<file path="src/source/obj_scan_pkg.sv">
// ========================================
// shared constants of the sprite line scanner
// table entries are four 16-bit words: x, y, code, attr
// 1024 entries, the last index always ends the list
// ========================================
package obj_scan_pkg;

    localparam int TABLE_AW = 10;
    localparam int WORD_W   = 16;

    // word select inside one entry
    localparam logic [1:0] WSEL_X    = 2'd0;
    localparam logic [1:0] WSEL_Y    = 2'd1;
    localparam logic [1:0] WSEL_CODE = 2'd2;
    localparam logic [1:0] WSEL_ATTR = 2'd3;

    localparam logic [8:0] LINE_START_H  = 9'h1d0;
    localparam logic [9:0] X_BIAS        = 10'h40;
    localparam logic [9:0] Y_BIAS        = 10'h10;
    localparam int         TILE_W        = 16;     // pixels per tile side
    localparam logic [7:0] ATTR_END_CODE = 8'hff;

    // attribute word
    localparam int ATTR_TM_HI    = 15;
    localparam int ATTR_TM_LO    = 12;
    localparam int ATTR_TN_HI    = 11;
    localparam int ATTR_TN_LO    = 8;
    localparam int ATTR_NOSCROLL = 7;
    localparam int ATTR_VFLIP    = 6;
    localparam int ATTR_HFLIP    = 5;

    // y and x words
    localparam int Y_END     = 15;
    localparam int Y_BANK_HI = 14;
    localparam int Y_BANK_LO = 13;
    localparam int X_PRIO_HI = 15;
    localparam int X_PRIO_LO = 13;

endpackage

</file>
<file path="src/source/obj_entry_fetch.sv">
// ========================================
// entry stage, end test plus scroll and bias
// list_end is a single-cycle pulse
// fields hold while stall is high
// ========================================
module obj_entry_fetch (
    input  logic                          clk,
    input  logic                          rst,
    input  logic                          stall,
    input  logic                          scanning,
    input  logic [9:0]                    off_x,
    input  logic [9:0]                    off_y,
    input  logic [obj_scan_pkg::WORD_W-1:0] table_x,
    input  logic [obj_scan_pkg::WORD_W-1:0] table_y,
    input  logic [obj_scan_pkg::WORD_W-1:0] table_code,
    input  logic [obj_scan_pkg::WORD_W-1:0] table_attr,
    output logic                          list_end,
    output logic                          ent_valid,
    output logic [9:0]                    ent_x,
    output logic [9:0]                    ent_y,
    output logic [obj_scan_pkg::WORD_W-1:0] ent_code,
    output logic [obj_scan_pkg::WORD_W-1:0] ent_attr,
    output logic [2:0]                    ent_prio,
    output logic [1:0]                    ent_bank
);
    import obj_scan_pkg::*;

    logic       end_cond;
    logic       noscroll;
    logic [9:0] sx;
    logic [9:0] sy;

    assign end_cond = table_y[Y_END] ||
                      table_attr[ATTR_TM_HI:ATTR_TN_LO] == ATTR_END_CODE;
    assign noscroll = table_attr[ATTR_NOSCROLL];
    assign sx       = noscroll ? '0 : off_x;
    assign sy       = noscroll ? '0 : off_y;

    always_ff @(posedge clk or posedge rst) begin
        if (rst) begin
            list_end  <= 1'b0;
            ent_valid <= 1'b0;
        end else begin
            list_end <= scanning && !stall && end_cond;
            if (!stall) begin
                ent_valid <= scanning && !end_cond;
            end
        end
    end

    always_ff @(posedge clk) begin
        if (scanning && !stall && !end_cond) begin
            ent_x    <= table_x[9:0] + X_BIAS - sx;   // wraps at 10 bits
            ent_y    <= table_y[9:0] + Y_BIAS - sy;
            ent_code <= table_code;
            ent_attr <= table_attr;
            ent_prio <= table_x[X_PRIO_HI:X_PRIO_LO];
            ent_bank <= table_y[Y_BANK_HI:Y_BANK_LO];
        end
    end

endmodule

</file>
<file path="config.mk">
export PLATFORM = sky130hd
export DESIGN_NAME = obj_entry_fetch
export DESIGN_NICKNAME = d
export VERILOG_FILES = /design/src/source/obj_scan_pkg.sv /design/src/source/obj_entry_fetch.sv
export SDC_FILE = /design/constraint.sdc
export NUM_CORES = 1
export LEC_CHECK = 0
export ABC_AREA = 1
export BUFFER_PORTS_ARGS = -buffer_cell sky130_fd_sc_hd__buf_2
export CAP_MARGIN = 40
export CORE_MARGIN = 2
export CORE_UTILIZATION = 35
export CTS_BUF_LIST = sky130_fd_sc_hd__clkbuf_4 sky130_fd_sc_hd__clkbuf_8 sky130_fd_sc_hd__clkbuf_16
export DETAILED_ROUTE_END_ITERATION = 8
export HOLD_SLACK_MARGIN = 0.03
export PLACE_DENSITY = 0.7
export SYNTH_ARGS = -nofsm -noshare
export SYNTH_HDL_FRONTEND = slang
export SYNTH_SLANG_ARGS = --single-unit
export TNS_END_PERCENT = 30
</file>
<file path="constraint.sdc">
create_clock -name clk -period 1.2 [get_ports clk]
set_input_delay 0 -clock clk [delete_from_list [all_inputs] [get_ports clk]]
set_output_delay 0 -clock clk [all_outputs]
set_load 0.03 [all_outputs]
</file>
==> flow_metrics.tcl <==
set metrics [dict create \
    synth_top_family_by_area "simple AND/OR/NAND/NOR gates" \
    synthFlopType "edfxtp_1" \
    syn_nets 419 \
    syn_inst 295 \
    area_growth_pct 68.5 \
    antenna_found_initial 0 \
    drc 0 \
    critPathRequiredTime_ns 1.24 \
    finalCritPeriodShare 1.12 \
    startpoint "stall" \
    clkTransAtPathRegs_ns 0.07 \
    swShare 0.295 \
    rrSetupSlack_ns 0.59 \
    clockBufferDepth 2 \
    ys_ff_latch 59 \
    drt_iter0_markers 46 \
    switchingPower_mw 1.78 \
    gr-total-overflow 0 \
    synth_area_per_cell_um2 10.4 \
    ios 147 \
    vias 2760 \
    fin_area_um2 5170 \
    synth_area_leaders "edfxtp_1, ha_1, nand2_1, inv_1, nand3_1" \
    cts_tree "yes" \
    post_dp_cell_area_um2 4190 \
    power.leakage_nw 2.47 \
    wl_um 8380 \
    startpoint_type "primary input" \
    nets 638 \
    seq_area_frac_synth 0.574 \
    synth-simple-area-share 0.171 \
    grt_max_degree 39 \
    die_h_um 97.6 \
    r2r-end "ent_valid" \
    fp-row-count 34 \
    syn_area_um2 3070 \
    synthTopCellsByCount "nand2_1, inv_1, edfxtp_1" \
    avgRoutedWirePerCell_um 13.4 \
    dp_slack_ns -0.686 \
    power_frac_seq 0.407 \
    cp_top_family "buffers and inverters" \
    hold_violations 0 \
    start_util 0.357 \
    power_density_nw_per_um2 1170 \
    synth_edf_count 57 \
    slowest_stage "dlygate4sd3_1" \
    clk_latency_ns 0.33 \
    endpoint_kind "flip-flop" \
    combPwrFrac 0.296 \
    setup_ws_ns -0.140 \
    cts_htree_levels 3 \
    io_buffers 140 \
    reg2reg_depth 2 \
    clkPwrFrac 0.296 \
    yosysTopAreaCell "edfxtp_1" \
    p_int_mw 4.26 \
    antenna_cells 0 \
    die_w_um 97.6 \
    ant_nets 0 \
    criticalPathCategory "in -> reg" \
    clock-sinks 59 \
    endpoint "ent_attr[12]" \
    r2r_start "ent_valid" \
    dp.final_hpwl_um 5780 \
    irDropWorstVdd_uv 490 \
    rsz0062_at_grt "yes" \
    synthMuxAreaShare 0 \
    path_depth 6 \
    slew_headroom 0.840 \
    synth_fa_ha_area_frac 0.152 \
    path_max_fanout 19 \
    final_layout_size_suffix_gt1_frac 0.453 \
    final.setup.tns_ns -6.30 \
    grt_pass1_vias 2806 \
    vias_per_cell 4.40 \
    first_pass_iters 4 \
    crit_path_cell_trace "buf_2 -> dlygate4sd3_1 -> nor2_2 -> nand3_4 -> clkinvlp_4 -> clkbuf_16" \
    yosysMostFrequentCell "nand2_1" \
    worst_pin_slew_ns 0.240 \
    min_period_ns 1.34 \
    filler_cell_count 721 \
    grt.total_usage 0.174 \
    synth_compound_area_frac 0.0122 \
    finClkSkew_ns 0 \
    path_buf_inv 4 \
    violations "negative setup slack" \
    ys_types 18 \
    max_cap_viol_count 0 \
    core_area_um2 8590 \
    outcome "finished, violations left" \
    slew_viol_final 0 \
    cts_buffers 9 \
    clock-root-buffer "clkbuf_8" \
    post-synth-top-area-fraction 0.558 \
    grt_pass1_wl_um 13100 \
    yosys_warnings 0 \
    synthXorXnorAreaFrac 0.0171 \
    dieArea_um2 9530 \
    max_freq_mhz 746 \
    finalSetupViolCount 66 \
    place.gp.congestion 0.795 \
    async_reset_ff_frac 0.0339 \
    hold_class "in -> reg" \
    crit_arrival_ns 1.38 \
    critPathMaxStageDelay_ns 0.57 \
]
==> layout make-up <==
| class | instances | area (µm²) | area share |
|---|---|---|---|
| repair buffers | 208 | 1400 | 0.271 |
| flip-flops and latches | 59 | 1760 | 0.341 |
| multi-input cells | 176 | 1420 | 0.275 |
| repair inverters | 1 | 8.76 | 0.00169 |
| clock inverters | 6 | 66.3 | 0.0128 |
| well taps | 108 | 135 | 0.0262 |
| inverters | 59 | 241 | 0.0467 |
| clock buffers | 10 | 131 | 0.0254 |
==> worst min-delay path by stage <==
stage,startpoint,end,slack [ns],cells after the start
global placement,rst,ent_valid,-0.15,2
CTS,scanning,list_end,-0.01,4
detailed placement,rst,list_end,-0.15,2
global route,scanning,list_end,0.01,4
floorplan,rst,ent_valid,-0.26,1
finish,scanning,list_end,0.02,4
==> what timing repair did <==
| item | CTS | global route |
|---|---|---|
| setup endpoints to repair | 15 | 70 |
| hold buffers | 40 | 3 |
| cloned | 1 | 3 |
| resized for setup | 25 | 14 |
| hold endpoints to repair | 41 | 4 |
| pin swaps | 4 | 7 |
| buffers inserted | 0 | 3 |
==> stage by stage <==
step	total power [mW]	hold slack [ns]	cells	utilization
after floorplan	3.40	-0.259	295	-
after global placement	3.90	-0.151	564	0.488
after detailed placement	3.95	-0.151	564	0.488
after CTS	5.98	-0.0148	621	0.580
after global routing	6.38	0.0149	627	0.601
final	6.04	0.0165	627	0.601
==> cell usage in the layout (no fill, tap or decap), types with 2 or more instances in the layout <==
| cell type | synthesis | routed |
|---|---|---|
| buf_2 | 1 | 139 |
| nand2_1 | 91 | 79 |
| edfxtp_1 | 57 | 57 |
| inv_1 | 58 | 54 |
| dlygate4sd3_1 | 0 | 39 |
| buf_4 | 0 | 22 |
| ha_4 | 0 | 20 |
| ha_1 | 34 | 14 |
| nor2_1 | 14 | 13 |
| nand3_1 | 15 | 12 |
| nand2_2 | 0 | 9 |
| clkbuf_8 | 0 | 9 |
| a21oi_2 | 0 | 4 |
| nand3_2 | 2 | 4 |
| clkinvlp_4 | 0 | 4 |
| nand2_4 | 0 | 3 |
| inv_2 | 1 | 3 |
| xor2_1 | 3 | 3 |
| xnor2_1 | 3 | 3 |
| clkbuf_16 | 0 | 3 |
| a21oi_1 | 6 | 2 |
| nand3b_1 | 2 | 2 |
| fa_2 | 0 | 2 |
| dfrtp_1 | 2 | 2 |
| buf_12 | 0 | 2 |
| buf_6 | 0 | 2 |
==> worst min-delay path: stages <==
cell and delay [ns]:
buf_2 0.10, inv_1 0.05, nor2_2 0.05, a21boi_0 0.11
==> per-layer routing <==
metal  track usage  up-vias  wire length (µm)  share of wire
met5             0        -                 0              0
met4        0.0449        0                61         0.0073
met3        0.0468        9               552          0.066
met2         0.318       99              4360           0.52
met1         0.201     1254              3400           0.41
li1              -     1398                 -              -
==> state kept, by name, summed over array words and instances (netlist names) <==
signal	cells
ent_attr	16
ent_bank	2
ent_code	16
ent_prio	3
ent_valid	1
ent_x	10
ent_y	10
list_end	1
==> power by group through the flow <==
| stage | registers (mW) | clock network [mW] | logic, mW |
|---|---|---|---|
| 2_1_floorplan | 2.74 | 0 | 0.656 |
| 3_3_place_gp | 2.50 | 0 | 1.40 |
| 3_5_place_dp | 2.50 | 0 | 1.44 |
| 4_1_cts | 2.46 | 1.84 | 1.69 |
| 5_1_grt | 2.47 | 1.93 | 1.98 |
| 6_report | 2.46 | 1.79 | 1.79 |
==> cells by family (layout without fill, tap and decap cells) <==
logic type | count (synthesis) | after routing
xor gates and xnor gates | 6 | 6
DFF | 59 | 59
buffers and inverters | 60 | 284
adders and majority gates | 36 | 36
and+or+nand+nor | 127 | 127
AOI/OAI and AO/OA | 7 | 7
Power figures use the tool's default switching activity.
