<file path="config.mk">
export PLATFORM = sky130hd
export DESIGN_NAME = obj_scan_ctrl
export DESIGN_NICKNAME = d
export VERILOG_FILES = /design/src/source/obj_scan_pkg.sv /design/src/source/obj_scan_ctrl.sv
export SDC_FILE = /design/constraint.sdc
export NUM_CORES = 1
export LEC_CHECK = 0
export ABC_AREA = 1
export BUFFER_PORTS_ARGS = -buffer_cell sky130_fd_sc_hd__clkbuf_2
export CORE_AREA = 2 2 42 83
export DETAILED_ROUTE_END_ITERATION = 6
export DIE_AREA = 0 0 44 85
export PLACE_DENSITY = 0.72
export SYNTH_ARGS = -nofsm -noshare
export SYNTH_HDL_FRONTEND = slang
export SYNTH_SLANG_ARGS = --single-unit
</file>
<file path="constraint.sdc">
create_clock -name clk -period 1.35 [get_ports clk]
set_input_delay 0.27 -clock clk [delete_from_list [all_inputs] [get_ports clk]]
set_output_delay 0.27 -clock clk [all_outputs]
set_load 0.03 [all_outputs]
</file>
<file path="src/source/obj_scan_pkg.sv">
// ========================================
// shared constants of the sprite line scanner
// table entries are four 16-bit words: x, y, code, attr
// 1024 entries, the last index always ends the list
// ========================================
package obj_scan_pkg;

    localparam int TABLE_AW = 10;
    localparam int WORD_W   = 16;

    // word select inside one entry
    localparam logic [1:0] WSEL_X    = 2'd0;
    localparam logic [1:0] WSEL_Y    = 2'd1;
    localparam logic [1:0] WSEL_CODE = 2'd2;
    localparam logic [1:0] WSEL_ATTR = 2'd3;

    localparam logic [8:0] LINE_START_H  = 9'h1d0;
    localparam logic [9:0] X_BIAS        = 10'h40;
    localparam logic [9:0] Y_BIAS        = 10'h10;
    localparam int         TILE_W        = 16;     // pixels per tile side
    localparam logic [7:0] ATTR_END_CODE = 8'hff;

    // attribute word
    localparam int ATTR_TM_HI    = 15;
    localparam int ATTR_TM_LO    = 12;
    localparam int ATTR_TN_HI    = 11;
    localparam int ATTR_TN_LO    = 8;
    localparam int ATTR_NOSCROLL = 7;
    localparam int ATTR_VFLIP    = 6;
    localparam int ATTR_HFLIP    = 5;

    // y and x words
    localparam int Y_END     = 15;
    localparam int Y_BANK_HI = 14;
    localparam int Y_BANK_LO = 13;
    localparam int X_PRIO_HI = 15;
    localparam int X_PRIO_LO = 13;

endpackage

</file>
<file path="src/source/obj_scan_ctrl.sv">
// ========================================
// scan control, one pass over the table per line
// table_addr is combinational: it repeats the last read
// address during a stall so the registered RAM output holds
// the entry at the last index is never drawn, it ends the list
// ========================================
module obj_scan_ctrl (
    input  logic                              clk,
    input  logic                              rst,
    input  logic                              flip,
    input  logic [8:0]                        vrender1,  // two lines ahead of display
    input  logic [8:0]                        hdump,
    input  logic                              list_end,
    input  logic                              busy,
    output logic                              line,
    output logic                              done,
    output logic [obj_scan_pkg::TABLE_AW-1:0] table_addr,
    output logic [8:0]                        vrenderf,
    output logic                              stall,
    output logic                              scanning
);
    import obj_scan_pkg::*;

    logic                last_start;
    logic                start_pulse;
    logic                scan_q;
    logic                last_addr;
    logic [TABLE_AW-1:0] rd_addr;   // address whose data sits on the RAM output

    assign start_pulse = (hdump == LINE_START_H) && !last_start;
    assign stall       = busy;      // draw stage holds the whole pipe
    assign last_addr   = &rd_addr;

    // RAM data is a live entry only in these cycles
    assign scanning = scan_q && !start_pulse && !list_end && !last_addr;

    always_comb begin
        if (start_pulse) begin
            table_addr = '0;
        end else if (scan_q && !stall) begin
            table_addr = rd_addr + 1'b1;
        end else begin
            table_addr = rd_addr;
        end
    end

    always_ff @(posedge clk or posedge rst) begin
        if (rst) begin
            last_start <= 1'b0;
            line       <= 1'b0;
            done       <= 1'b1;
            scan_q     <= 1'b0;
            rd_addr    <= '0;
            vrenderf   <= '0;
        end else begin
            last_start <= hdump == LINE_START_H;
            rd_addr    <= table_addr;
            if (start_pulse) begin
                // also aborts a scan still in progress
                line     <= ~line;
                done     <= 1'b0;
                scan_q   <= 1'b1;
                vrenderf <= vrender1 ^ {1'b0, {8{flip}}};
            end else begin
                if (scan_q && (list_end || (last_addr && !stall))) begin
                    scan_q  <= 1'b0;
                    rd_addr <= '0;
                end
                if (!scan_q && !done && !busy) begin
                    done <= 1'b1;   // pipe drained
                end
            end
        end
    end

    // the scan must return the address to the table start
    done_addr_zero: assert property (@(posedge clk) disable iff (rst)
        done |-> table_addr == '0);

endmodule

</file>
==> impl_metrics.env, run 1 <==
export IMPL_outcome="finished with violations"
export IMPL_failed_checks="setup timing"
export IMPL_crit_path_start_kind="flip-flop"
export IMPL_synth_nets=191
export IMPL_synth_area_per_cell_sq_um=7.84
export IMPL_dpl_cell_count=262
export IMPL_fp_row_count=29
export IMPL_critPathCaptureType="output port"
export IMPL_fin_hold_ws_ns=0.0163
export IMPL_first_pass_iters=2
export IMPL_worst_path_buf_inv=2
export IMPL_drv_cap=0
export IMPL_syn2layout_area_growth_pct=56.1
export IMPL_period_minus_slack_ns=1.75
export IMPL_dp_hpwl_mm=2.26
export IMPL_tightest_slew_ns=0.302
export IMPL_clockBufferDepth=2
export IMPL_htreeDepth=1
export IMPL_synth_area_sq_um=1310
export IMPL_drv_slew=0
export IMPL_clk_pin_slew_ns=0.08
export IMPL_placed_cell_area_sq_um=1780
export IMPL_gp_congestion=0.849
export IMPL_diodes=0
export IMPL_portBuffers=45
export IMPL_synth_cells=167
export IMPL_ys_ff_latch=23
export IMPL_async_flop_share=1.00
export IMPL_cts_sinks=23
export IMPL_yosysUniqueCellTypes=26
export IMPL_crit_slowest_cell="dfrtp_1"
export IMPL_rsz0062_at_grt="yes"
export IMPL_grt_overflow_total=0
export IMPL_worst_slack_ns=-0.398
export IMPL_hp_class="input pin to asynchronous set/reset pin"
export IMPL_via_per_inst=4.71
export IMPL_critical_path_top_delay_family="simple AND/OR/NAND/NOR gates"
export IMPL_drc=0
export IMPL_die_x_microns=44
export IMPL_slew_headroom=0.799
export IMPL_ir_worst_vdd_mv=0.771
export IMPL_drtAntennaViolNets=0
export IMPL_finalCritPeriodShare=1.29
export IMPL_clk_latency_ns=0.26
export IMPL_die_area_sq_um=3740
export IMPL_yosys_most_used_dff="dfrtp_1"
export IMPL_yosysWarnings=0
export IMPL_drive_above_1_share=0.471
export IMPL_cpMostUsedCell="nand3_2"
export IMPL_hold_viol=0
export IMPL_critPathRequiredTime_ns=1.08
export IMPL_synth_edf_count=0
export IMPL_cts_buffers=3
export IMPL_leakagePower_uw=0.00113
export IMPL_tns_ns=-5.64
export IMPL_cts_root_buf="clkbuf_8"
export IMPL_wire_per_inst_microns=11.4
export IMPL_vias=1287
export IMPL_antenna_found_initial=0
export IMPL_fin_skew_ns=0.00250
export IMPL_yosysSeqAreaShare=0.440
export IMPL_crit_arrival_ns=1.48
export IMPL_cts_tree="done"
export IMPL_first_global_vias=1197
export IMPL_path_cells="nand3_2 > nor2_4 > nand3_1 > nand2_1 > nand3_2 > inv_2 > buf_4"
export IMPL_drt_initial_drc_count=9
export IMPL_io_pins=46
export IMPL_layout_common_cells="nand2_1, clkbuf_2, buf_4"
export IMPL_max_freq_mhz=572
export IMPL_post_layout_nonfiller_instances=273
export IMPL_grt_pass1_wl_mm=4.97
export IMPL_grt_max_degree=24
export IMPL_nets=267
export IMPL_worst_setup_path_type="flip-flop to output port"
export IMPL_post_route_util=0.655
export IMPL_cp_max_fo=7
export IMPL_setup_violations=21
export IMPL_stdcell_area_sq_um=2040
export IMPL_start_util=0.420
export IMPL_power_density_nw_per_um2=842
export IMPL_die_h_microns=85
export IMPL_routed_wl_mm=3.11
export IMPL_cp_slowest_stage_delay_ns=0.42
export IMPL_core_area_sq_um=3120
export IMPL_track_usage=0.177
-- worst register-to-register path, stage by stage, from the launching register on --
cell and delay (ns):
dfrtp_1 0.42, ha_4 0.17, nand2_4 0.06, nor2_4 0.12
buf_4 0.14, buf_4 0.11, nand3_4 0.07, a21boi_4 0.16
buf_12 0.14, nor2_1 0.05
-- timing repair --
action | CTS | global route
hold buffers | 0 | 0
resized for setup | 28 | 25
pin swaps | 7 | 15
endpoints found under the setup margin | 21 | 21
setup buffers | 3 | 4
-- worst paths after layout --
path	startpoint	endpoint	slack [ns]	cells past startpoint
max in group asynchronous	rst	done	1.06	3
min	rst	line	0.02	3
min in group clk	vrender1[8]	vrenderf[8]	0.21	3
max reg2reg	rd_addr[0]	rd_addr[3]	-0.18	9
min reg2reg	vrenderf[0]	vrenderf[0]	0.49	2
max	rd_addr[0]	table_addr[9]	-0.40	7
-- state kept, by name (all words and copies together) (netlist names) --
signal	count
done	1
last_start	1
scan_q	1
line	1
rd_addr	10
vrenderf	9
-- cell type report --
class	instances	area, sq um
fillers	271	1080
inverters	29	121
clock buffers	4	45.0
multi-input cells	111	693
flip-flops and latches	23	577
well taps	31	38.8
repair buffers	75	569
-- logic make-up (layout without fill, tap and decap cells) --
| logic type | after synthesis | in the layout | synth area share |
|---|---|---|---|
| AO/OA/AOI/OAI | 11 | 11 | 0.0525 |
| XOR/XNOR | 12 | 12 | 0.0802 |
| adder cells (fa/ha/maj) | 1 | 1 | 0.00955 |
| buffers and inverters | 33 | 108 | 0.100 |
| flip-flops | 23 | 23 | 0.440 |
| AND/OR/NAND/NOR | 87 | 87 | 0.317 |
-- metal layers --
metal | share of wire | GRT usage
met4 | 0.040 | 0.102
met2 | 0.58 | 0.316
met3 | 0.031 | 0.0362
met5 | 0 | 0
met1 | 0.35 | 0.178
-- power by group --
group / total (uW) / internal, uW / switching [uW]
Combinational: 529 / 230 / 299
Sequential: 768 / 732 / 35.9
Clock: 423 / 210 / 213
Total: 1720 / 1170 / 548
-- stage by stage --
| stage | worst slack, ns | power (uW) |
|---|---|---|
| after floorplan | -0.0288 | 1050 |
| after global placement | -0.183 | 1220 |
| after detailed placement | -0.197 | 1230 |
| after CTS | -0.443 | 1710 |
| after global routing | -0.567 | 1820 |
| final | -0.398 | 1720 |
-- cells in the mapped netlist, types with 2 or more instances --
library cell,instances,share of area
nand4_2,2,0.019
dfrtp_1,22,0.42
o21ai_0,8,0.031
nand2_1,41,0.12
buf_2,2,0.0076
nand3_1,14,0.053
inv_1,28,0.080
xor2_1,2,0.013
nor2_1,20,0.057
nand4_1,2,0.0095
nor2_4,2,0.017
xnor2_1,10,0.067
Note: power is estimated with default switching activity, not from simulation.
==> run 2, diff against run 1 <==
- SKIP_CTS_REPAIR_TIMING: default -> 1
==> run 2 against run 1 <==
Compared with the run above: the run still ends with setup timing left; global-route usage down 0.71 points; sequential share of layout area is 2.3 points higher; critical path depth grew 1; utilization decreased by 4.9 points; setup slack worse by 0.040 ns; combinational power decreased by 10%; cell area is 7.4% lower; power shrank 3.6%.
==> impl_metrics.env, run 2 (synthesis results as in run 1) <==
export IMPL_outcome="finished with violations"
export IMPL_failed_checks="setup timing"
export IMPL_p_int_uw=1140
export IMPL_largest_register="rd_addr"
export IMPL_stdcell_area_sq_um=1890
export IMPL_leakagePower_uw=0.00106
export IMPL_critPathCaptureType="output port"
export IMPL_cts_tree="done"
export IMPL_hp_class="input pin to asynchronous set/reset pin"
export IMPL_drtAntennaViolNets=0
export IMPL_antenna_found_initial=0
export IMPL_clk_latency_ns=0.26
export IMPL_grt_overflow_total=0
export IMPL_cp_max_fo=5
export IMPL_clockBufferDepth=2
export IMPL_switching_share=0.310
export IMPL_fin_skew_ns=0.00465
export IMPL_first_global_vias=1171
export IMPL_rrSetupSlack_ns=-0.22
export IMPL_worst_slack_ns=-0.438
export IMPL_tightest_slew_ns=0.297
export IMPL_dp_hpwl_mm=2.26
export IMPL_drv_cap=0
export IMPL_cts_sinks=23
export IMPL_routed_wl_mm=2.80
export IMPL_tns_ns=-5.83
export IMPL_max_freq_mhz=559
export IMPL_drt_initial_drc_count=6
export IMPL_wire_per_inst_microns=10.4
export IMPL_die_area_sq_um=3740
export IMPL_critPathRequiredTime_ns=1.08
export IMPL_post_route_util=0.607
export IMPL_layout_commonest_cell="nand2_1"
export IMPL_fp_row_count=29
export IMPL_clkPwrFrac=0.252
export IMPL_grt_pass1_wl_mm=4.80
export IMPL_io_pins=46
export IMPL_cts_root_buf="clkbuf_8"
export IMPL_largest_reg_flops=10
export IMPL_finalPower_uw=1660
export IMPL_nets=262
export IMPL_die_h_microns=85
export IMPL_setup_violations=21
export IMPL_drive_above_1_share=0.418
export IMPL_ir_worst_vdd_mv=0.753
export IMPL_grt_max_degree=24
export IMPL_worst_setup_path_type="flip-flop to output port"
export IMPL_rr_worst_depth=9
export IMPL_crit_path_start_kind="flip-flop"
export IMPL_track_usage=0.170
export IMPL_drv_slew=0
export IMPL_cts_buffers=3
export IMPL_pwr_share_comb=0.286
export IMPL_first_pass_iters=3
export IMPL_clk_pin_slew_ns=0.07
export IMPL_gp_congestion=0.849
export IMPL_placed_cell_area_sq_um=1780
export IMPL_start_util=0.420
export IMPL_hold_viol=0
export IMPL_via_per_inst=4.63
export IMPL_drc=0
export IMPL_syn2layout_area_growth_pct=44.5
export IMPL_die_x_microns=44
export IMPL_top_regs="rd_addr: 10 flops, vrenderf: 9 flops"
export IMPL_portBuffers=45
export IMPL_diodes=0
export IMPL_crit_arrival_ns=1.52
export IMPL_vias=1240
export IMPL_layout_common_cells="nand2_1, clkbuf_2, buf_4"
export IMPL_power_frac_seq=0.462
export IMPL_period_minus_slack_ns=1.79
export IMPL_p_sw_uw=514
export IMPL_rsz0062_at_grt="yes"
export IMPL_power_density_nw_per_um2=876
export IMPL_core_area_sq_um=3120
export IMPL_slew_headroom=0.802
export IMPL_htreeDepth=1
export IMPL_finalCritPeriodShare=1.32
-- run 2: changes by cell type in the layout (fill, tap and decap cells not counted), sizes merged --
cell    previous run  this run
buf               40        32
clkbuf            39        42
-- run 2: final cells by class --
| cell class | count | area [sq um] |
|---|---|---|
| Clock buffer | 4 | 45.0 |
| Fill cell | 308 | 1230 |
| Inverter | 29 | 116 |
| Multi-Input combinational cell | 111 | 632 |
| Sequential cell | 23 | 577 |
| Tap cell | 31 | 38.8 |
| Timing Repair Buffer | 70 | 484 |
-- run 2: stage by stage --
stage / hold WS, ns / setup slack, ns / cells
2_1_floorplan: 0.271 / -0.0288 / 167
3_3_place_gp: 0.307 / -0.183 / 262
3_5_place_dp: 0.308 / -0.197 / 262
4_1_cts: 0.0179 / -0.489 / 266
5_1_grt: 0.0308 / -0.550 / 268
6_report: 0.0140 / -0.438 / 268
-- run 2: path summary, 6_finish.rpt --
path / from / to
max in group asynchronous: rst / done
hold / removal: rst / vrenderf[8]
setup / recovery: rd_addr[0] / scanning
min in group clk: vrender1[8] / vrenderf[8]
setup reg to reg: rd_addr[0] / rd_addr[3]
hold reg to reg: vrenderf[8] / vrenderf[8]
-- run 2: critical path, cell delays in order, from the launching register on --
cell     delay [ns]
dfrtp_1        0.40
ha_2           0.20
nand2_2        0.09
nor2_4         0.06
buf_4          0.13
nand2_1        0.07
nand3_2        0.08
nor2_4         0.08
buf_4          0.15
-- run 2: power by group through the flow --
| stage | clock network (uW) | logic, uW | registers, uW |
|---|---|---|---|
| finish | 417 | 475 | 766 |
| global route | 468 | 515 | 772 |
| CTS | 437 | 447 | 766 |
| detailed placement | 0 | 446 | 780 |
| global placement | 0 | 441 | 778 |
| floorplan | 0 | 247 | 807 |
-- run 2: per-layer routing --
layer  GRT usage  vias to the layer above  share of wire
li1            -                      649              -
met3      0.0298                       11          0.036
met1       0.173                      552           0.36
met5           0                        -              0
met4       0.102                        0          0.041
met2       0.302                       28           0.57
