**src/source/obj_scan_pkg.sv**
```systemverilog
// ========================================
// shared constants of the sprite line scanner
// table entries are four 16-bit words: x, y, code, attr
// 1024 entries, the last index always ends the list
// ========================================
package obj_scan_pkg;

    localparam int TABLE_AW = 10;
    localparam int WORD_W   = 16;

    // word select inside one entry
    localparam logic [1:0] WSEL_X    = 2'd0;
    localparam logic [1:0] WSEL_Y    = 2'd1;
    localparam logic [1:0] WSEL_CODE = 2'd2;
    localparam logic [1:0] WSEL_ATTR = 2'd3;

    localparam logic [8:0] LINE_START_H  = 9'h1d0;
    localparam logic [9:0] X_BIAS        = 10'h40;
    localparam logic [9:0] Y_BIAS        = 10'h10;
    localparam int         TILE_W        = 16;     // pixels per tile side
    localparam logic [7:0] ATTR_END_CODE = 8'hff;

    // attribute word
    localparam int ATTR_TM_HI    = 15;
    localparam int ATTR_TM_LO    = 12;
    localparam int ATTR_TN_HI    = 11;
    localparam int ATTR_TN_LO    = 8;
    localparam int ATTR_NOSCROLL = 7;
    localparam int ATTR_VFLIP    = 6;
    localparam int ATTR_HFLIP    = 5;

    // y and x words
    localparam int Y_END     = 15;
    localparam int Y_BANK_HI = 14;
    localparam int Y_BANK_LO = 13;
    localparam int X_PRIO_HI = 15;
    localparam int X_PRIO_LO = 13;

endpackage

```
**src/source/obj_tile_match.sv**
```systemverilog
// ========================================
// vertical match against the latched line
// row arithmetic is modulo 1024
// outputs hold while stall is high
// ========================================
module obj_tile_match (
    input  logic                            clk,
    input  logic                            rst,
    input  logic                            stall,
    input  logic                            ent_valid,
    input  logic [9:0]                      ent_y,
    input  logic [obj_scan_pkg::WORD_W-1:0] ent_code,
    input  logic [obj_scan_pkg::WORD_W-1:0] ent_attr,
    input  logic [8:0]                      vrenderf,
    output logic                            inzone,
    output logic [3:0]                      vsub,
    output logic [obj_scan_pkg::WORD_W-1:0] code_mn
);
    import obj_scan_pkg::*;

    logic [9:0]  row;
    logic [3:0]  tile_m;
    logic [3:0]  trow;
    logic [10:0] span;
    logic        vflip;

    assign row    = {1'b0, vrenderf} - ent_y;
    assign tile_m = ent_attr[ATTR_TM_HI:ATTR_TM_LO];
    assign vflip  = ent_attr[ATTR_VFLIP];
    assign span   = (11'(tile_m) + 11'd1) * 11'(TILE_W);   // sprite height in lines
    assign trow   = vflip ? tile_m - row[7:4] : row[7:4];

    always_ff @(posedge clk or posedge rst) begin
        if (rst) begin
            inzone <= 1'b0;
        end else if (!stall) begin
            inzone <= ent_valid && ({1'b0, row} < span);
        end
    end

    always_ff @(posedge clk) begin
        if (!stall) begin
            vsub    <= row[3:0] ^ {4{vflip}};
            code_mn <= ent_code + WORD_W'(trow) * WORD_W'(TILE_W);  // one code row per tile row
        end
    end

endmodule

```
**config.mk**
```make
export PLATFORM = sky130hd
export DESIGN_NAME = obj_tile_match
export DESIGN_NICKNAME = d
export VERILOG_FILES = /design/src/source/obj_scan_pkg.sv /design/src/source/obj_tile_match.sv
export SDC_FILE = /design/constraint.sdc
export NUM_CORES = 1
export LEC_CHECK = 0
export BUFFER_PORTS_ARGS = -buffer_cell sky130_fd_sc_hd__buf_2
export CORE_MARGIN = 2
export CORE_UTILIZATION = 30
export DETAILED_ROUTE_END_ITERATION = 12
export HOLD_SLACK_MARGIN = 0.05
export PLACE_DENSITY = 0.66
export SETUP_SLACK_MARGIN = 0.1
export SLEW_MARGIN = 5
export SYNTH_ARGS = -nofsm -noshare
export SYNTH_HDL_FRONTEND = slang
export SYNTH_SLANG_ARGS = --single-unit
```
**constraint.sdc**
```tcl
create_clock -name clk -period 0.8 [get_ports clk]
set_input_delay 0.16 -clock clk [delete_from_list [all_inputs] [get_ports clk]]
set_output_delay 0.16 -clock clk [all_outputs]
set_load 0.01 [all_outputs]
```
==> impl_metrics.env, run 1 <==
export IMPL_dr_first_iter_drc_count=28
export IMPL_rsz0062_at_grt="yes"
export IMPL_first_global_vias=1447
export IMPL_htree_levels=1
export IMPL_p_leak_nw=1.30
export IMPL_grt_pass1_wl_um=6400
export IMPL_violations="setup timing"
export IMPL_antenna_found_initial=0
export IMPL_fin_area_um2=2670
export IMPL_clock_latency_ns=0.27
export IMPL_synth_top_family_by_area="adder cells"
export IMPL_start_util=0.307
export IMPL_dp_cells=324
export IMPL_diodes=0
export IMPL_setup_viol=37
export IMPL_total_power_mw=4.78
export IMPL_fin_crit_ns=3.33
export IMPL_cp_start_kind="input pin"
export IMPL_synth_ff_type="edfxtp_1"
export IMPL_dr_pass1_iters=4
export IMPL_cap_violations=0
export IMPL_path_clk_slew_ns=0.07
export IMPL_cp_max_fo=4
export IMPL_slew_headroom=0.806
export IMPL_synth_simple_gate_area_frac=0.0968
export IMPL_die_h_um=78.6
export IMPL_place_area_um2=2410
export IMPL_ir_worst_vdd_mv=0.680
export IMPL_syn_inst=153
export IMPL_fin_skew_ns=0
export IMPL_rows=27
export IMPL_synth_edf_count=20
export IMPL_crit_path_end_kind="flop"
export IMPL_io_pins=76
export IMPL_numCtsBuffers=3
export IMPL_dp_hpwl_um=3150
export IMPL_synthArstFlopShare=0.0476
export IMPL_status="finished, violations left"
export IMPL_wl_per_cell_um=11.9
export IMPL_cts_root_buf="clkbuf_8"
export IMPL_slowest_delay_ns=0.56
export IMPL_drive_gt1_frac=0.544
export IMPL_synth_xor_area_share=0.140
export IMPL_critPathSlowestCell="fa_2"
export IMPL_vias=1436
export IMPL_crit_top_cell="a21o_1"
export IMPL_ys_ff_latch=21
export IMPL_fin_crit_sh=4.16
export IMPL_gp_congestion=0.795
export IMPL_hold_class="in -> reg"
export IMPL_max_freq_ghz=0.301
export IMPL_maxSlewViolCount=0
export IMPL_fill_cells=490
export IMPL_fin_nets=344
export IMPL_synth_mux_area_fraction=0.0120
export IMPL_r2r_setup_slack_ns=0.03
export IMPL_criticalPathCategory="in -> reg"
export IMPL_synth_compound_area_share=0.125
export IMPL_place_ws_ns=-2.83
export IMPL_synth_adder_area_share=0.201
export IMPL_grt_max_degree=21
export IMPL_routed_wl_um=3980
export IMPL_syn_nets=233
export IMPL_numPortBuffers=64
export IMPL_cts_sinks=21
export IMPL_fp_coreArea_um2=5440
export IMPL_cp_arrival_ns=3.34
export IMPL_worst_pin_slew_ns=0.289
export IMPL_worst_slack_ns=-2.53
export IMPL_cp_top_family="adder cells"
export IMPL_syn2layout_area_growth_pct=59.9
export IMPL_finalHoldViolCount=0
export IMPL_ys_types=36
export IMPL_yosysWarnings=0
export IMPL_die_area_um2=6170
export IMPL_layoutNonFillerInstCount=335
export IMPL_clock_path_buffers=2
export IMPL_synth_cell_area_um2=1670
export IMPL_overflow=0
export IMPL_required_ns=0.81
export IMPL_ys_seq_area_frac=0.375
export IMPL_vias_per_cell=4.29
export IMPL_p_per_area_nw_per_um2=1790
export IMPL_syn_area_per_cell_um2=10.9
export IMPL_crit_buf_inv=4
export IMPL_chipWidth_um=78.6
export IMPL_ant_nets=0
export IMPL_cts_tree="done"
export IMPL_path_cells="buf_8, inv_12, ha_4, inv_2, fa_2, a21o_1, a21oi_2, xor2_1, inv_1, ha_4, fa_2, mux2i_4, ha_1, a21o_1, a21o_1, a21oi_4, nor3b_2, xor2_1"
export IMPL_track_usage=0.133
export IMPL_drc_errors=0
==> power by group <==
part	internal (mW)	total (mW)	leakage, nW	switching (mW)
Combinational	1.41	2.57	1.06	1.16
Sequential	1.46	1.50	0.209	0.0435
Clock	0.348	0.705	0.0255	0.357
==> cell usage after synthesis (2+ instances only) <==
library cell  count  area, um2
inv_1            21       78.8
mux2i_1           2       20.0
nand2b_1          2       12.5
edfxtp_1         20        601
ha_1             22        275
nand2_1           8       30.0
a21oi_2           2       17.5
nor2_1            5       18.8
o21ai_0           3       15.0
nor3b_1           2       15.0
xor2_1           10       87.6
o21a_1            2       15.0
nand3_1           4       20.0
a21oi_1           4       20.0
nand4_1           2       12.5
o211ai_1          2       15.0
fa_1              3       60.1
xnor2_1          14        123
nor2b_1           2       12.5
or2_1             2       12.5
a21o_1            6       45.0
==> cell usage in the layout (no fill, tap or decap), types with 3 or more instances in the layout <==
master,n
nand3_1,4
xnor2_1,11
clkbuf_8,3
buf_4,37
xor2_1,10
xnor2_2,3
edfxtp_1,20
ha_1,18
a21oi_2,3
buf_2,61
nor2_1,3
a21o_1,6
o21ai_1,3
inv_1,16
ha_4,4
buf_6,6
fa_2,3
nand2_1,8
==> final cells by class <==
| class | count | area [um2] | share of cell area |
|---|---|---|---|
| Clock buffer | 3 | 41.3 | 0.0155 |
| Multi-Input combinational cell | 110 | 1110 | 0.417 |
| Clock inverter | 1 | 5.00 | 0.00188 |
| Inverter | 21 | 97.6 | 0.0366 |
| Tap cell | 72 | 90.1 | 0.0338 |
| Sequential cell | 21 | 626 | 0.235 |
| Timing Repair Buffer | 107 | 696 | 0.261 |
==> metal layers <==
| metal | vias up | routed length (um) | global-route usage |
|---|---|---|---|
| met5 | - | 0 | 0 |
| met4 | 0 | 46 | 0.0368 |
| met3 | 4 | 180 | 0.0264 |
| met2 | 32 | 2090 | 0.247 |
| met1 | 641 | 1670 | 0.153 |
| li1 | 759 | - | - |
==> cell families (layout without fill, tap and decap cells) <==
logic type / count (synthesis) / count (layout)
AO/OA/AOI/OAI: 27 / 27
XOR/XNOR: 25 / 25
multiplexers: 2 / 2
adder cells (fa/ha/maj): 25 / 25
flip-flops: 21 / 21
AND/OR/NAND/NOR: 31 / 31
buffers and inverters: 22 / 132
==> path summary, 6_finish.rpt <==
kind                                          from                    end  cells after the start
worst max-delay path                   vrenderf[0]  code_mn[15]$_DFFE_PN_                     18
worst min-delay path                   ent_code[1]   code_mn[1]$_DFFE_PN_                      1
worst max register to register  inzone$_DFFE_PP0N_     inzone$_DFFE_PP0N_                      3
worst min register to register  inzone$_DFFE_PP0N_     inzone$_DFFE_PP0N_                      3
max in group asynchronous                      rst     inzone$_DFFE_PP0N_                      3
min in group asynchronous                      rst     inzone$_DFFE_PP0N_                      3
==> through the flow <==
stage	utilization	setup TNS (ns)	hold slack, ns
3_3_place_gp	0.444	-35.76	0.000423
2_1_floorplan	-	-30.02	-0.111
3_5_place_dp	0.444	-36.00	-0.00113
4_1_cts	0.480	-31.68	0.0621
5_1_grt	0.490	-34.98	0.0597
6_report	0.490	-32.56	0.0687
==> registers in the layout, indices dropped and copies added (netlist names) <==
register,count
vsub,4
code_mn,16
inzone,1
==> repair_timing <==
action                     in CTS  in global routing
gates resized for setup        25                 10
hold endpoints to repair        1                  0
hold buffers                    1                  0
pin swaps                       9                 15
setup buffers                   5                  1
setup endpoints to repair      37                 37
Power figures use the tool's default switching activity.
==> run 2: changes to the inputs <==
Clock period 0.8 ns to 3.26 ns, I/O delays scaled along.
==> run 2 against run 1 <==
  * The run still ends with setup timing left
  * Routed wire length shrank 9.3%
  * Flip-flop and latch count unchanged
  * Global-route usage decreased by 1.1 points
  * Cell area down 7.7%
  * Critical path depth is the same
  * Die area is the same
  * Core utilization is 3.8 points lower
  * Sequential share of layout area increased by 2.0 points
  * Largest power group unchanged
  * Highest routed layer unchanged
==> impl_metrics.env, run 2 (synthesis results as in run 1) <==
export IMPL_syn2layout_area_growth_pct=47.6
export IMPL_ir_worst_vdd_mv=0.169
export IMPL_track_usage=0.122
export IMPL_cp_start_kind="input pin"
export IMPL_fin_nets=327
export IMPL_final_common_cell="buf_2"
export IMPL_cp_arrival_ns=3.80
export IMPL_overflow=0
export IMPL_io_pins=76
export IMPL_rr_worst_depth=2
export IMPL_dp_hpwl_um=3010
export IMPL_drc_errors=0
export IMPL_rows=27
export IMPL_chipWidth_um=78.6
export IMPL_slew_headroom=0.484
export IMPL_required_ns=3.27
export IMPL_fin_crit_ns=3.79
export IMPL_grt_max_degree=21
export IMPL_fin_crit_sh=1.16
export IMPL_htree_levels=1
export IMPL_antenna_found_initial=0
export IMPL_place_area_um2=2290
export IMPL_die_h_um=78.6
export IMPL_start_util=0.307
export IMPL_crit_path_end_kind="flop"
export IMPL_wl_per_cell_um=11.4
export IMPL_p_per_area_nw_per_um2=457
export IMPL_fin_area_um2=2460
export IMPL_setup_viol=10
export IMPL_numPortBuffers=64
export IMPL_top_register="code_mn"
export IMPL_routed_wl_um=3610
export IMPL_first_global_vias=1401
export IMPL_worst_slack_ns=-0.533
export IMPL_reg_top3="code_mn (16), vsub (4), inzone (1)"
export IMPL_p_leak_nw=1.19
export IMPL_violations="setup timing"
export IMPL_dr_first_iter_drc_count=41
export IMPL_hold_class="in -> async"
export IMPL_die_area_um2=6170
export IMPL_criticalPathCategory="in -> reg"
export IMPL_rsz0062_at_grt="yes"
export IMPL_cp_max_fo=4
export IMPL_layout_common_cells="63 x buf_2, 23 x buf_4, 20 x edfxtp_1"
export IMPL_clock_path_buffers=2
export IMPL_cts_tree="done"
export IMPL_cts_root_buf="clkbuf_8"
export IMPL_path_clk_slew_ns=0.08
export IMPL_vias=1396
export IMPL_ant_nets=0
export IMPL_clock_latency_ns=0.25
export IMPL_vias_per_cell=4.39
export IMPL_cts_sinks=21
export IMPL_maxSlewViolCount=0
export IMPL_numCtsBuffers=3
export IMPL_max_freq_ghz=0.264
export IMPL_cap_violations=0
export IMPL_dp_cells=310
export IMPL_layoutNonFillerInstCount=318
export IMPL_dr_pass1_iters=4
export IMPL_grt_pass1_wl_um=6040
export IMPL_worst_pin_slew_ns=0.773
export IMPL_finalHoldViolCount=0
export IMPL_diodes=0
export IMPL_gp_congestion=0.775
export IMPL_fp_coreArea_um2=5440
export IMPL_largest_reg_flops=16
export IMPL_status="finished, violations left"
export IMPL_drive_gt1_frac=0.484
export IMPL_fin_skew_ns=0
## run 2: path summary, 6_finish.rpt
| kind | from | endpoint | slack [ns] |
|---|---|---|---|
| worst max-delay path | vrenderf[0] | code_mn[15]$_DFFE_PN_ | -0.53 |
| worst min-delay path | rst | inzone$_DFFE_PP0N_ | 0.23 |
| worst max register to register | inzone$_DFFE_PP0N_ | inzone$_DFFE_PP0N_ | 2.62 |
| worst min register to register | inzone$_DFFE_PP0N_ | inzone$_DFFE_PP0N_ | 0.50 |
| max in group asynchronous | rst | inzone$_DFFE_PP0N_ | 2.94 |
| min in group clk | inzone$_DFFE_PP0N_ | inzone$_DFFE_PP0N_ | 0.50 |
## run 2: what timing repair did
action                     CTS  global route
buffers inserted             6             3
pin swaps                    8            11
hold buffers                 0             0
gates resized for setup     17             6
gates cloned                 0             0
setup endpoints to repair   12            12
## run 2: worst max-delay path, cell delays in order
cell and delay [ns]:
buf_8 0.11, inv_12 0.04, ha_4 0.12, inv_2 0.03, fa_2 0.33, a21o_1 0.17
a21oi_2 0.19, xor2_1 0.21, inv_1 0.08, ha_2 0.19, fa_2 0.55, mux2i_4 0.09
ha_1 0.30, a21o_1 0.15, a21o_1 0.19, a21oi_4 0.19, nor3b_2 0.08, xor2_1 0.14
## run 2: metrics by stage
stage          hold WS (ns)  worst slack (ns)  setup TNS [ns]  power, mW   util
6_report              0.226            -0.533           -4.57       1.13  0.452
5_1_grt               0.216            -0.644           -5.70       1.21  0.452
4_1_cts               0.220            -0.510           -4.42       1.12  0.451
3_5_place_dp          0.493            -0.915           -8.59      0.872  0.421
3_3_place_gp          0.480            -0.822           -7.72      0.859  0.421
2_1_floorplan         0.381            -0.547           -4.38      0.668      -
## run 2: area by class of cell
cell class              count  area, um2
well taps                  72       90.1
multi-input cells         110       1070
fillers                   524       2980
flip-flops and latches     21        626
inverters                  21       93.8
clock inverters             1       5.00
clock buffers               3       41.3
repair buffers             90        537
## run 2: per-layer routing
metal	vias to the layer above	GRT usage	part of all wire
met4	0	0.0491	0.023
met3	8	0.0172	0.044
met1	628	0.150	0.43
li1	723	-	-
met5	-	0	0
met2	37	0.215	0.50
## run 2: power breakdown
part	leakage, nW	switching, mW	total, mW	internal [mW]
clock	0.0255	0.0877	0.173	0.0850
sequential	0.209	0.00956	0.368	0.358
combinational	0.953	0.272	0.585	0.312
