### src/source/obj_scan_pkg.sv
// ========================================
// shared constants of the sprite line scanner
// table entries are four 16-bit words: x, y, code, attr
// 1024 entries, the last index always ends the list
// ========================================
package obj_scan_pkg;

    localparam int TABLE_AW = 10;
    localparam int WORD_W   = 16;

    // word select inside one entry
    localparam logic [1:0] WSEL_X    = 2'd0;
    localparam logic [1:0] WSEL_Y    = 2'd1;
    localparam logic [1:0] WSEL_CODE = 2'd2;
    localparam logic [1:0] WSEL_ATTR = 2'd3;

    localparam logic [8:0] LINE_START_H  = 9'h1d0;
    localparam logic [9:0] X_BIAS        = 10'h40;
    localparam logic [9:0] Y_BIAS        = 10'h10;
    localparam int         TILE_W        = 16;     // pixels per tile side
    localparam logic [7:0] ATTR_END_CODE = 8'hff;

    // attribute word
    localparam int ATTR_TM_HI    = 15;
    localparam int ATTR_TM_LO    = 12;
    localparam int ATTR_TN_HI    = 11;
    localparam int ATTR_TN_LO    = 8;
    localparam int ATTR_NOSCROLL = 7;
    localparam int ATTR_VFLIP    = 6;
    localparam int ATTR_HFLIP    = 5;

    // y and x words
    localparam int Y_END     = 15;
    localparam int Y_BANK_HI = 14;
    localparam int Y_BANK_LO = 13;
    localparam int X_PRIO_HI = 15;
    localparam int X_PRIO_LO = 13;

endpackage

### src/source/obj_draw_issue.sv
// ========================================
// horizontal expansion, one command per tile
// dr_start is accepted only with dr_idle high and
// is followed by at least two quiet cycles
// tiles with bit 9 of x set are skipped
// ========================================
module obj_draw_issue (
    input  logic                            clk,
    input  logic                            rst,
    input  logic                            inzone,
    input  logic [3:0]                      vsub,
    input  logic [obj_scan_pkg::WORD_W-1:0] code_mn,
    input  logic [9:0]                      ent_x,
    input  logic [obj_scan_pkg::WORD_W-1:0] ent_attr,
    input  logic [2:0]                      ent_prio,
    input  logic [1:0]                      ent_bank,
    input  logic                            dr_idle,
    output logic                            busy,
    output logic                            dr_start,
    output logic [obj_scan_pkg::WORD_W-1:0] dr_code,
    output logic [obj_scan_pkg::WORD_W-1:0] dr_attr,
    output logic [8:0]                      dr_hpos,
    output logic [2:0]                      dr_prio,
    output logic [1:0]                      dr_bank
);
    import obj_scan_pkg::*;

    logic [9:0]        obj_x;     // aligned with the match outputs
    logic [WORD_W-1:0] obj_attr;
    logic [2:0]        obj_prio;
    logic [1:0]        obj_bank;
    logic [3:0]        n;
    logic [3:0]        tile_n;
    logic [3:0]        subn;
    logic [9:0]        eff_x;
    logic              start_d;
    logic              can_issue;
    logic              issue;
    logic              handled;
    logic              last_tile;

    assign tile_n    = obj_attr[ATTR_TN_HI:ATTR_TN_LO];
    assign subn      = obj_attr[ATTR_HFLIP] ? tile_n - n : n;
    assign eff_x     = obj_x + 10'(subn) * 10'(TILE_W);
    assign can_issue = dr_idle && !dr_start && !start_d;
    assign issue     = inzone && !eff_x[9] && can_issue;
    assign handled   = inzone && (eff_x[9] || can_issue);   // drawn or skipped
    assign last_tile = n == tile_n;
    assign busy      = inzone && !(handled && last_tile);

    always_ff @(posedge clk) begin
        if (!busy) begin
            obj_x    <= ent_x;
            obj_attr <= ent_attr;
            obj_prio <= ent_prio;
            obj_bank <= ent_bank;
        end
    end

    always_ff @(posedge clk or posedge rst) begin
        if (rst) begin
            n        <= '0;
            start_d  <= 1'b0;
            dr_start <= 1'b0;
            dr_code  <= '0;
            dr_attr  <= '0;
            dr_hpos  <= '0;
            dr_prio  <= '0;
            dr_bank  <= '0;
        end else begin
            start_d  <= dr_start;
            dr_start <= issue;
            if (handled) begin
                n <= last_tile ? '0 : n + 1'b1;
            end
            if (issue) begin
                dr_code <= code_mn + WORD_W'(n);   // code follows n, not subn
                dr_attr <= {4'd0, vsub, obj_attr[7:0]};
                dr_hpos <= eff_x[8:0] - 9'd1;
                dr_prio <= obj_prio;
                dr_bank <= obj_bank;
            end
        end
    end

    // renderer must still be idle when the pulse arrives
    start_when_idle: assert property (@(posedge clk) disable iff (rst)
        dr_start |-> dr_idle);

endmodule

### config.mk
export PLATFORM = sky130hd
export DESIGN_NAME = obj_draw_issue
export DESIGN_NICKNAME = d
export VERILOG_FILES = /design/src/source/obj_scan_pkg.sv /design/src/source/obj_draw_issue.sv
export SDC_FILE = /design/constraint.sdc
export NUM_CORES = 1
export LEC_CHECK = 0
export ABC_AREA = 1
export BUFFER_PORTS_ARGS = -buffer_cell sky130_fd_sc_hd__buf_4
export CAP_MARGIN = 20
export CORE_MARGIN = 5
export CORE_UTILIZATION = 30
export DETAILED_ROUTE_END_ITERATION = 10
export GPL_TIMING_DRIVEN = 1
export PLACE_DENSITY = 0.61
export SLEW_MARGIN = 20
export SYNTH_ARGS = -nofsm -noshare
export SYNTH_HDL_FRONTEND = slang
export SYNTH_SLANG_ARGS = --single-unit
### constraint.sdc
create_clock -name clk -period 3.6 [get_ports clk]
set_input_delay 0.18 -clock clk [delete_from_list [all_inputs] [get_ports clk]]
set_output_delay 0.18 -clock clk [all_outputs]
set_load 0.01 [all_outputs]
==> flow_metrics.env, run 1 <==
export IMPL_drtAntennaViolNets=0
export IMPL_yosys_register_bits=75
export IMPL_htree_levels=3
export IMPL_period_needed_ns=3.36
export IMPL_crit_required_ns=3.42
export IMPL_synth_edff_count=27
export IMPL_yosys_area_share_simple_pct=31.5
export IMPL_status="finished, violations left"
export IMPL_grt_first_pass_wirelength_um=15400
export IMPL_yosys_top_cells_area="dfrtp_1 (31%), edfxtp_1 (21%), nand2_1 (18%)"
export IMPL_maxCapViolCount=0
export IMPL_tightest_slew_ns=0.867
export IMPL_slew_violations=0
export IMPL_comb_power_share_pct=38.1
export IMPL_finalCritPeriodShare_pct=93.3
export IMPL_crit_arrival_ns=3.18
export IMPL_synth_compound_area_share_pct=1.72
export IMPL_p_int_w=0.00244
export IMPL_io_buffer_count=94
export IMPL_layout_setup_ws_ns=0.240
export IMPL_hold_viol=4
export IMPL_swShare_pct=34.6
export IMPL_pwr_share_seq_pct=36.1
export IMPL_drive_gt1_share_pct=25.3
export IMPL_gp_congestion=0.809
export IMPL_cts_buffers=9
export IMPL_clockBufferDepth=2
export IMPL_violations="hold timing"
export IMPL_synthTopCellsByCount="nand2_1 (184), dfrtp_1 (48), inv_1 (39)"
export IMPL_synthMuxAreaShare_pct=0
export IMPL_synth_avg_cell_area_um2=8.82
export IMPL_yosysTopAreaCell="dfrtp_1"
export IMPL_vias=3172
export IMPL_post_cts_setup_buffers=0
export IMPL_yosys_most_used_dff="dfrtp_1"
export IMPL_fin_nets=628
export IMPL_power_leakage_nw=2.68
export IMPL_io_pins=103
export IMPL_reg2reg_depth=17
export IMPL_grt_use_total_pct=12.3
export IMPL_crit_family="simple AND/OR/NAND/NOR gates"
export IMPL_synth_most_common_cell="nand2_1"
export IMPL_clkPwrFrac_pct=25.8
export IMPL_tns_ns=0
export IMPL_grt_pass1_vias=3270
export IMPL_cts_tree="yes"
export IMPL_finalHoldWorstSlack_ns=-0.00198
export IMPL_syn2layout_area_growth_pct=33.8
export IMPL_viasPerCell=4.32
export IMPL_critical_path_buf_inv_count=3
export IMPL_cp_max_fo=6
export IMPL_num_antenna_cells=0
export IMPL_dr_pass1_iters=4
export IMPL_die_area_um2=15500
export IMPL_post_place_ws_ns=0.256
export IMPL_n_fill_cell=1302
export IMPL_max_stage_delay_ns=0.44
export IMPL_power_density_nw_per_um2=709
export IMPL_synth_top_family_by_area="simple AND/OR/NAND/NOR gates"
export IMPL_clkSlewWorstSetupHoldPaths_ns=0.06
export IMPL_wl_per_cell_um=12.2
export IMPL_grt_max_degree=49
export IMPL_die_x_um=125
export IMPL_ir_drop_mv=0.369
export IMPL_rsz0062_at_grt="false"
export IMPL_r2r_slack_ns=0.32
export IMPL_final_setup_viol_count=0
export IMPL_crit_slowest_cell="dfrtp_2"
export IMPL_cts_sinks=75
export IMPL_cp_start_kind="flop"
export IMPL_end_kind="primary output"
export IMPL_die_y_um=125
export IMPL_max_slew_margin_pct=42.1
export IMPL_drcViolationCount=0
export IMPL_rows=41
export IMPL_seq_area_frac_synth_pct=51.1
export IMPL_drt_iter0_drc=152
export IMPL_max_freq_mhz=298
export IMPL_core_um2=12700
export IMPL_yosysTopAreaCellShare_pct=30.5
export IMPL_critPathKind="flop to primary output"
export IMPL_synth_xor_area_share_pct=3.34
export IMPL_syn_inst=446
export IMPL_clock_root_buffer="clkbuf_16"
export IMPL_wl_um=8940
export IMPL_rr_startpoint="n[2]$_DFFE_PP0P_"
export IMPL_antenna_found_initial=0
export IMPL_async_reset_ff_share_pct=64.0
export IMPL_crit_chain="inv_1 > ha_1 > a21oi_1 > o21ai_0 > or2_2 > nand3_1 > o21ai_0 > ha_1 > nand2_2 > inv_1 > nand2_2 > nand3_2 > nand2_4 > nand3_1 > a21boi_1 > buf_4"
export IMPL_clk_latency_ns=0.34
export IMPL_yosysWarningCount=0
export IMPL_netlist_cell_type_count=33
export IMPL_rr_endpoint="obj_attr[11]$_DFFE_PN_"
export IMPL_switchingPower_w=0.00129
export IMPL_dp_hpwl_um=6640
export IMPL_grt_overflow=0
export IMPL_synth_fa_ha_area_share_pct=5.66
export IMPL_hold_class="input port to async pin"
export IMPL_initial_utilization_pct=30.9
export IMPL_clock_skew_ns=0.00768
export IMPL_synth_area_um2=3940
worst reg2reg max path, stage by stage (launching register included):
cell     delay [ns]
dfrtp_2        0.44
inv_1          0.06
ha_1           0.32
a21oi_1        0.13
o21ai_0        0.11
or2_2          0.28
nand3_1        0.06
o21ai_0        0.09
ha_1           0.38
nand2_2        0.08
nor2_2         0.11
nand2_2        0.09
nand3_2        0.10
nand2_4        0.08
nand3_1        0.18
nand3_1        0.10
nand2_1        0.16
buf_12         0.19
per-layer routing:
layer | vias to the layer above | wire (um) | global-route usage [%]
met5 | - | 0 | 0
met3 | 11 | 556 | 3.99
met1 | 1459 | 3940 | 14.6
li1 | 1623 | - | -
met2 | 79 | 4270 | 20.4
met4 | 0 | 178 | 5.42
area by class of cell:
class | count | area, um^2 | area share (%)
clock inverters | 6 | 88.8 | 1.69
flip-flops and latches | 75 | 2010 | 38.3
well taps | 172 | 215 | 4.09
repair buffers | 111 | 893 | 17.0
inverters | 39 | 148 | 2.80
clock buffers | 10 | 229 | 4.35
multi-input cells | 321 | 1680 | 31.8
layout by cell type, fill, tap and decap left out, types with 3 or more instances in the layout:
cell,netlist,final
nand2_1,184,184
dfrtp_1,48,46
edfxtp_1,27,27
conb_1,1,4
o21ai_0,4,4
nor2_1,19,19
nand2_2,18,18
nand3b_1,6,6
buf_4,5,95
fa_1,3,3
xnor2_1,8,8
nand4_1,4,4
clkbuf_16,0,9
ha_1,13,13
inv_1,39,37
a21oi_1,7,7
xor2_1,7,7
dlygate4sd3_1,0,14
nand3_1,30,30
power by group through the flow:
stage | registers (W) | clock network [W] | logic, W
6_report | 0.00135 | 0.000963 | 0.00142
5_1_grt | 0.00138 | 0.00102 | 0.00162
4_1_cts | 0.00135 | 0.000989 | 0.00146
3_5_place_dp | 0.00136 | 0 | 0.00144
3_3_place_gp | 0.00135 | 0 | 0.00142
2_1_floorplan | 0.00143 | 0 | 0.000766
worst max path at each step:
stage,start,end,cells after the start
2_1_floorplan,n[2]$_DFFE_PP0P_,obj_attr[0]$_DFFE_PN_,16
3_3_place_gp,n[2]$_DFFE_PP0P_,obj_attr[11]$_DFFE_PN_,17
3_5_place_dp,n[2]$_DFFE_PP0P_,obj_attr[11]$_DFFE_PN_,17
4_1_cts,n[2]$_DFFE_PP0P_,busy,16
5_1_grt,n[2]$_DFFE_PP0P_,busy,16
6_report,n[2]$_DFFE_PP0P_,busy,16
logic make-up after synthesis:
logic type,after synthesis
buf+inv,53
compound gates,13
xor+xnor,15
flops,75
simple gates,273
fa+ha+maj,16
other cells,1
repair_timing:
item | 4_1_cts | 5_1_grt
resized for setup | 0 | 4
hold buffers | 13 | 1
setup endpoints to repair | 0 | 1
hold endpoints to repair | 13 | 1
state kept, by name, indices dropped and copies added (netlist names):
name,cells
n,4
obj_prio,3
start_d,1
dr_start,1
dr_bank,2
dr_code,16
dr_attr,12
obj_bank,2
obj_attr,12
dr_prio,3
dr_hpos,9
obj_x,10
through the flow:
stage / area [um^2] / power, W / cells / hold WS [ns] / util, %
detailed placement: 4800 / 0.00280 / 704 / 0.359 / 37.8
floorplan: 3950 / 0.00220 / 449 / 0.279 / -
CTS: 5250 / 0.00379 / 733 / 0.000972 / 41.3
finish: 5270 / 0.00373 / 734 / -0.00198 / 41.4
global route: 5270 / 0.00403 / 734 / 0.00472 / 41.4
global placement: 4800 / 0.00277 / 704 / 0.359 / 37.8
(Power assumes the default switching activity.)
==> run 2, diff against run 1 <==
PLACE_DENSITY = 0.59   (was 0.61)
clock period = 3.1 ns   (was 3.6 ns; I/O delays follow)
==> run 2 against run 1 <==
The run still ends with hold timing left. Global-route usage increased by 0.99 points. Register-to-register slack got worse by 0.12 ns. Cell area increased by 6.4%. Setup slack got worse by 0.13 ns. Power increased by 21%. Clock power increased by 15%. Final cell count increased by 4.0%. Hold slack got worse by 0.017 ns. Sequential cell count unchanged. Largest cell class unchanged. Largest power group unchanged.
==> flow_metrics.env, run 2 (synthesis results as in run 1) <==
export IMPL_status="finished, violations left"
export IMPL_violations="hold timing"
export IMPL_tns_ns=0
export IMPL_drt_iter0_drc=221
export IMPL_slew_violations=0
export IMPL_clock_skew_ns=0.00588
export IMPL_power_leakage_nw=2.85
export IMPL_viasPerCell=4.40
export IMPL_power_density_nw_per_um2=808
export IMPL_grt_use_total_pct=13.3
export IMPL_utilization_pct=44.0
export IMPL_clkSlewWorstSetupHoldPaths_ns=0.06
export IMPL_fin_nets=657
export IMPL_maxCapViolCount=0
export IMPL_core_um2=12700
export IMPL_cts_buffers=9
export IMPL_antenna_found_initial=0
export IMPL_final_cell_mix="nand2_1 (182), buf_4 (108), dfrtp_1 (48)"
export IMPL_die_x_um=125
export IMPL_cts_tree="yes"
export IMPL_critPathKind="flop to primary output"
export IMPL_largest_reg_flops=16
export IMPL_clock_root_buffer="clkbuf_16"
export IMPL_rows=41
export IMPL_r2r_slack_ns=0.20
export IMPL_dr_pass1_iters=4
export IMPL_grt_first_pass_wirelength_um=16700
export IMPL_drive_gt1_share_pct=28.1
export IMPL_grt_pass1_vias=3399
export IMPL_cp_max_fo=5
export IMPL_n_fill_cell=1246
export IMPL_max_freq_mhz=335
export IMPL_period_needed_ns=2.99
export IMPL_hold_class="input port to async pin"
export IMPL_post_place_ws_ns=0.0747
export IMPL_num_antenna_cells=0
export IMPL_die_y_um=125
export IMPL_clk_latency_ns=0.34
export IMPL_syn2layout_area_growth_pct=42.4
export IMPL_end_kind="primary output"
export IMPL_crit_arrival_ns=2.83
export IMPL_htree_levels=3
export IMPL_wl_per_cell_um=12.8
export IMPL_tightest_slew_ns=0.889
export IMPL_layout_setup_ws_ns=0.114
export IMPL_finalHoldWorstSlack_ns=-0.0189
export IMPL_total_power_w=0.00453
export IMPL_hold_viol=19
export IMPL_cp_start_kind="flop"
export IMPL_biggestRegsByFlops="dr_code x16, dr_attr x12, obj_attr x12"
export IMPL_layout_commonest_cell="nand2_1"
export IMPL_gp_congestion=0.830
export IMPL_clockBufferDepth=2
export IMPL_ir_drop_mv=0.337
export IMPL_drtAntennaViolNets=0
export IMPL_grt_overflow=0
export IMPL_initial_utilization_pct=30.9
export IMPL_crit_required_ns=2.94
export IMPL_cts_sinks=75
export IMPL_drcViolationCount=0
export IMPL_final_setup_viol_count=0
export IMPL_max_slew_margin_pct=40.6
export IMPL_dp_hpwl_um=6990
export IMPL_grt_max_degree=49
export IMPL_die_area_um2=15500
export IMPL_finalCritPeriodShare_pct=96.3
export IMPL_largest_register="dr_code"
export IMPL_io_buffer_count=94
export IMPL_vias=3358
export IMPL_wl_um=9790
export IMPL_io_pins=103
==> run 2: changes by cell type in the layout (fill, tap and decap cells not counted), sizes merged <==
cell / delta
buf: +16
dlygate4sd3: +13
clkbuf: +3
bufinv: -1
clkinv: -1
inv: -1
==> run 2: timing repair <==
| action | 4_1_cts | 5_1_grt |
|---|---|---|
| setup endpoints to repair | 1 | 32 |
| endpoints found under the hold margin | 27 | 0 |
| gates cloned | 0 | 0 |
| hold buffers | 27 | 0 |
| gates resized for setup | 4 | 13 |
| setup buffers | 4 | 3 |
| pin swaps | 5 | 9 |
==> run 2: metrics by stage <==
stage / instance area (um^2) / cells
finish: 5600 / 763
global route: 5600 / 763
CTS: 5540 / 760
detailed placement: 4900 / 713
global placement: 4900 / 713
floorplan: 3950 / 449
==> run 2: final cells by class <==
class | count | area, um^2 | area share [%]
clock buffers | 13 | 282 | 5.02
repair buffers | 140 | 1170 | 20.9
flip-flops and latches | 75 | 2010 | 35.9
multi-input cells | 321 | 1730 | 30.9
well taps | 172 | 215 | 3.84
inverters | 39 | 148 | 2.64
clock inverters | 3 | 42.5 | 0.759
==> run 2: layer usage <==
layer / vias to the layer above / GRT usage (%) / routed length (um)
li1: 1686 / - / -
met1: 1564 / 16.6 / 4250
met2: 98 / 22.4 / 4860
met3: 10 / 3.17 / 553
met4: 0 / 4.77 / 124
met5: - / 0 / 0
==> run 2: power by group <==
group | internal (W) | switching (W)
clock network | 0.000715 | 0.000397
logic | 0.000897 | 0.000973
registers | 0.00135 | 0.000193
total | 0.00296 | 0.00156
==> run 2: worst max-delay path: stages, from the launching register on <==
cell and delay (ns):
edfxtp_1 0.36, inv_1 0.06, ha_1 0.18, inv_1 0.07
fa_1 0.38, xnor2_1 0.16, a21oi_1 0.08, ha_1 0.33
nand2_1 0.07, nand2_1 0.08, nand2_4 0.11, nand3_4 0.09
nand2_4 0.07, nand3_2 0.08, buf_6 0.14, a21boi_2 0.11
buf_4 0.12
==> run 2: worst paths after layout <==
kind,start,endpoint,cells past startpoint
min,rst,dr_attr[1]$_DFFE_PP0P_,2
max,obj_attr[8]$_DFFE_PN_,busy,16
max reg2reg,obj_attr[8]$_DFFE_PN_,obj_prio[0]$_DFFE_PN_,16
max in group asynchronous,rst,dr_hpos[4]$_DFFE_PP0P_,2
min in group clk,vsub[2],dr_attr[10]$_DFFE_PP0P_,3
min reg2reg,dr_start$_DFF_PP0_,start_d$_DFF_PP0_,0
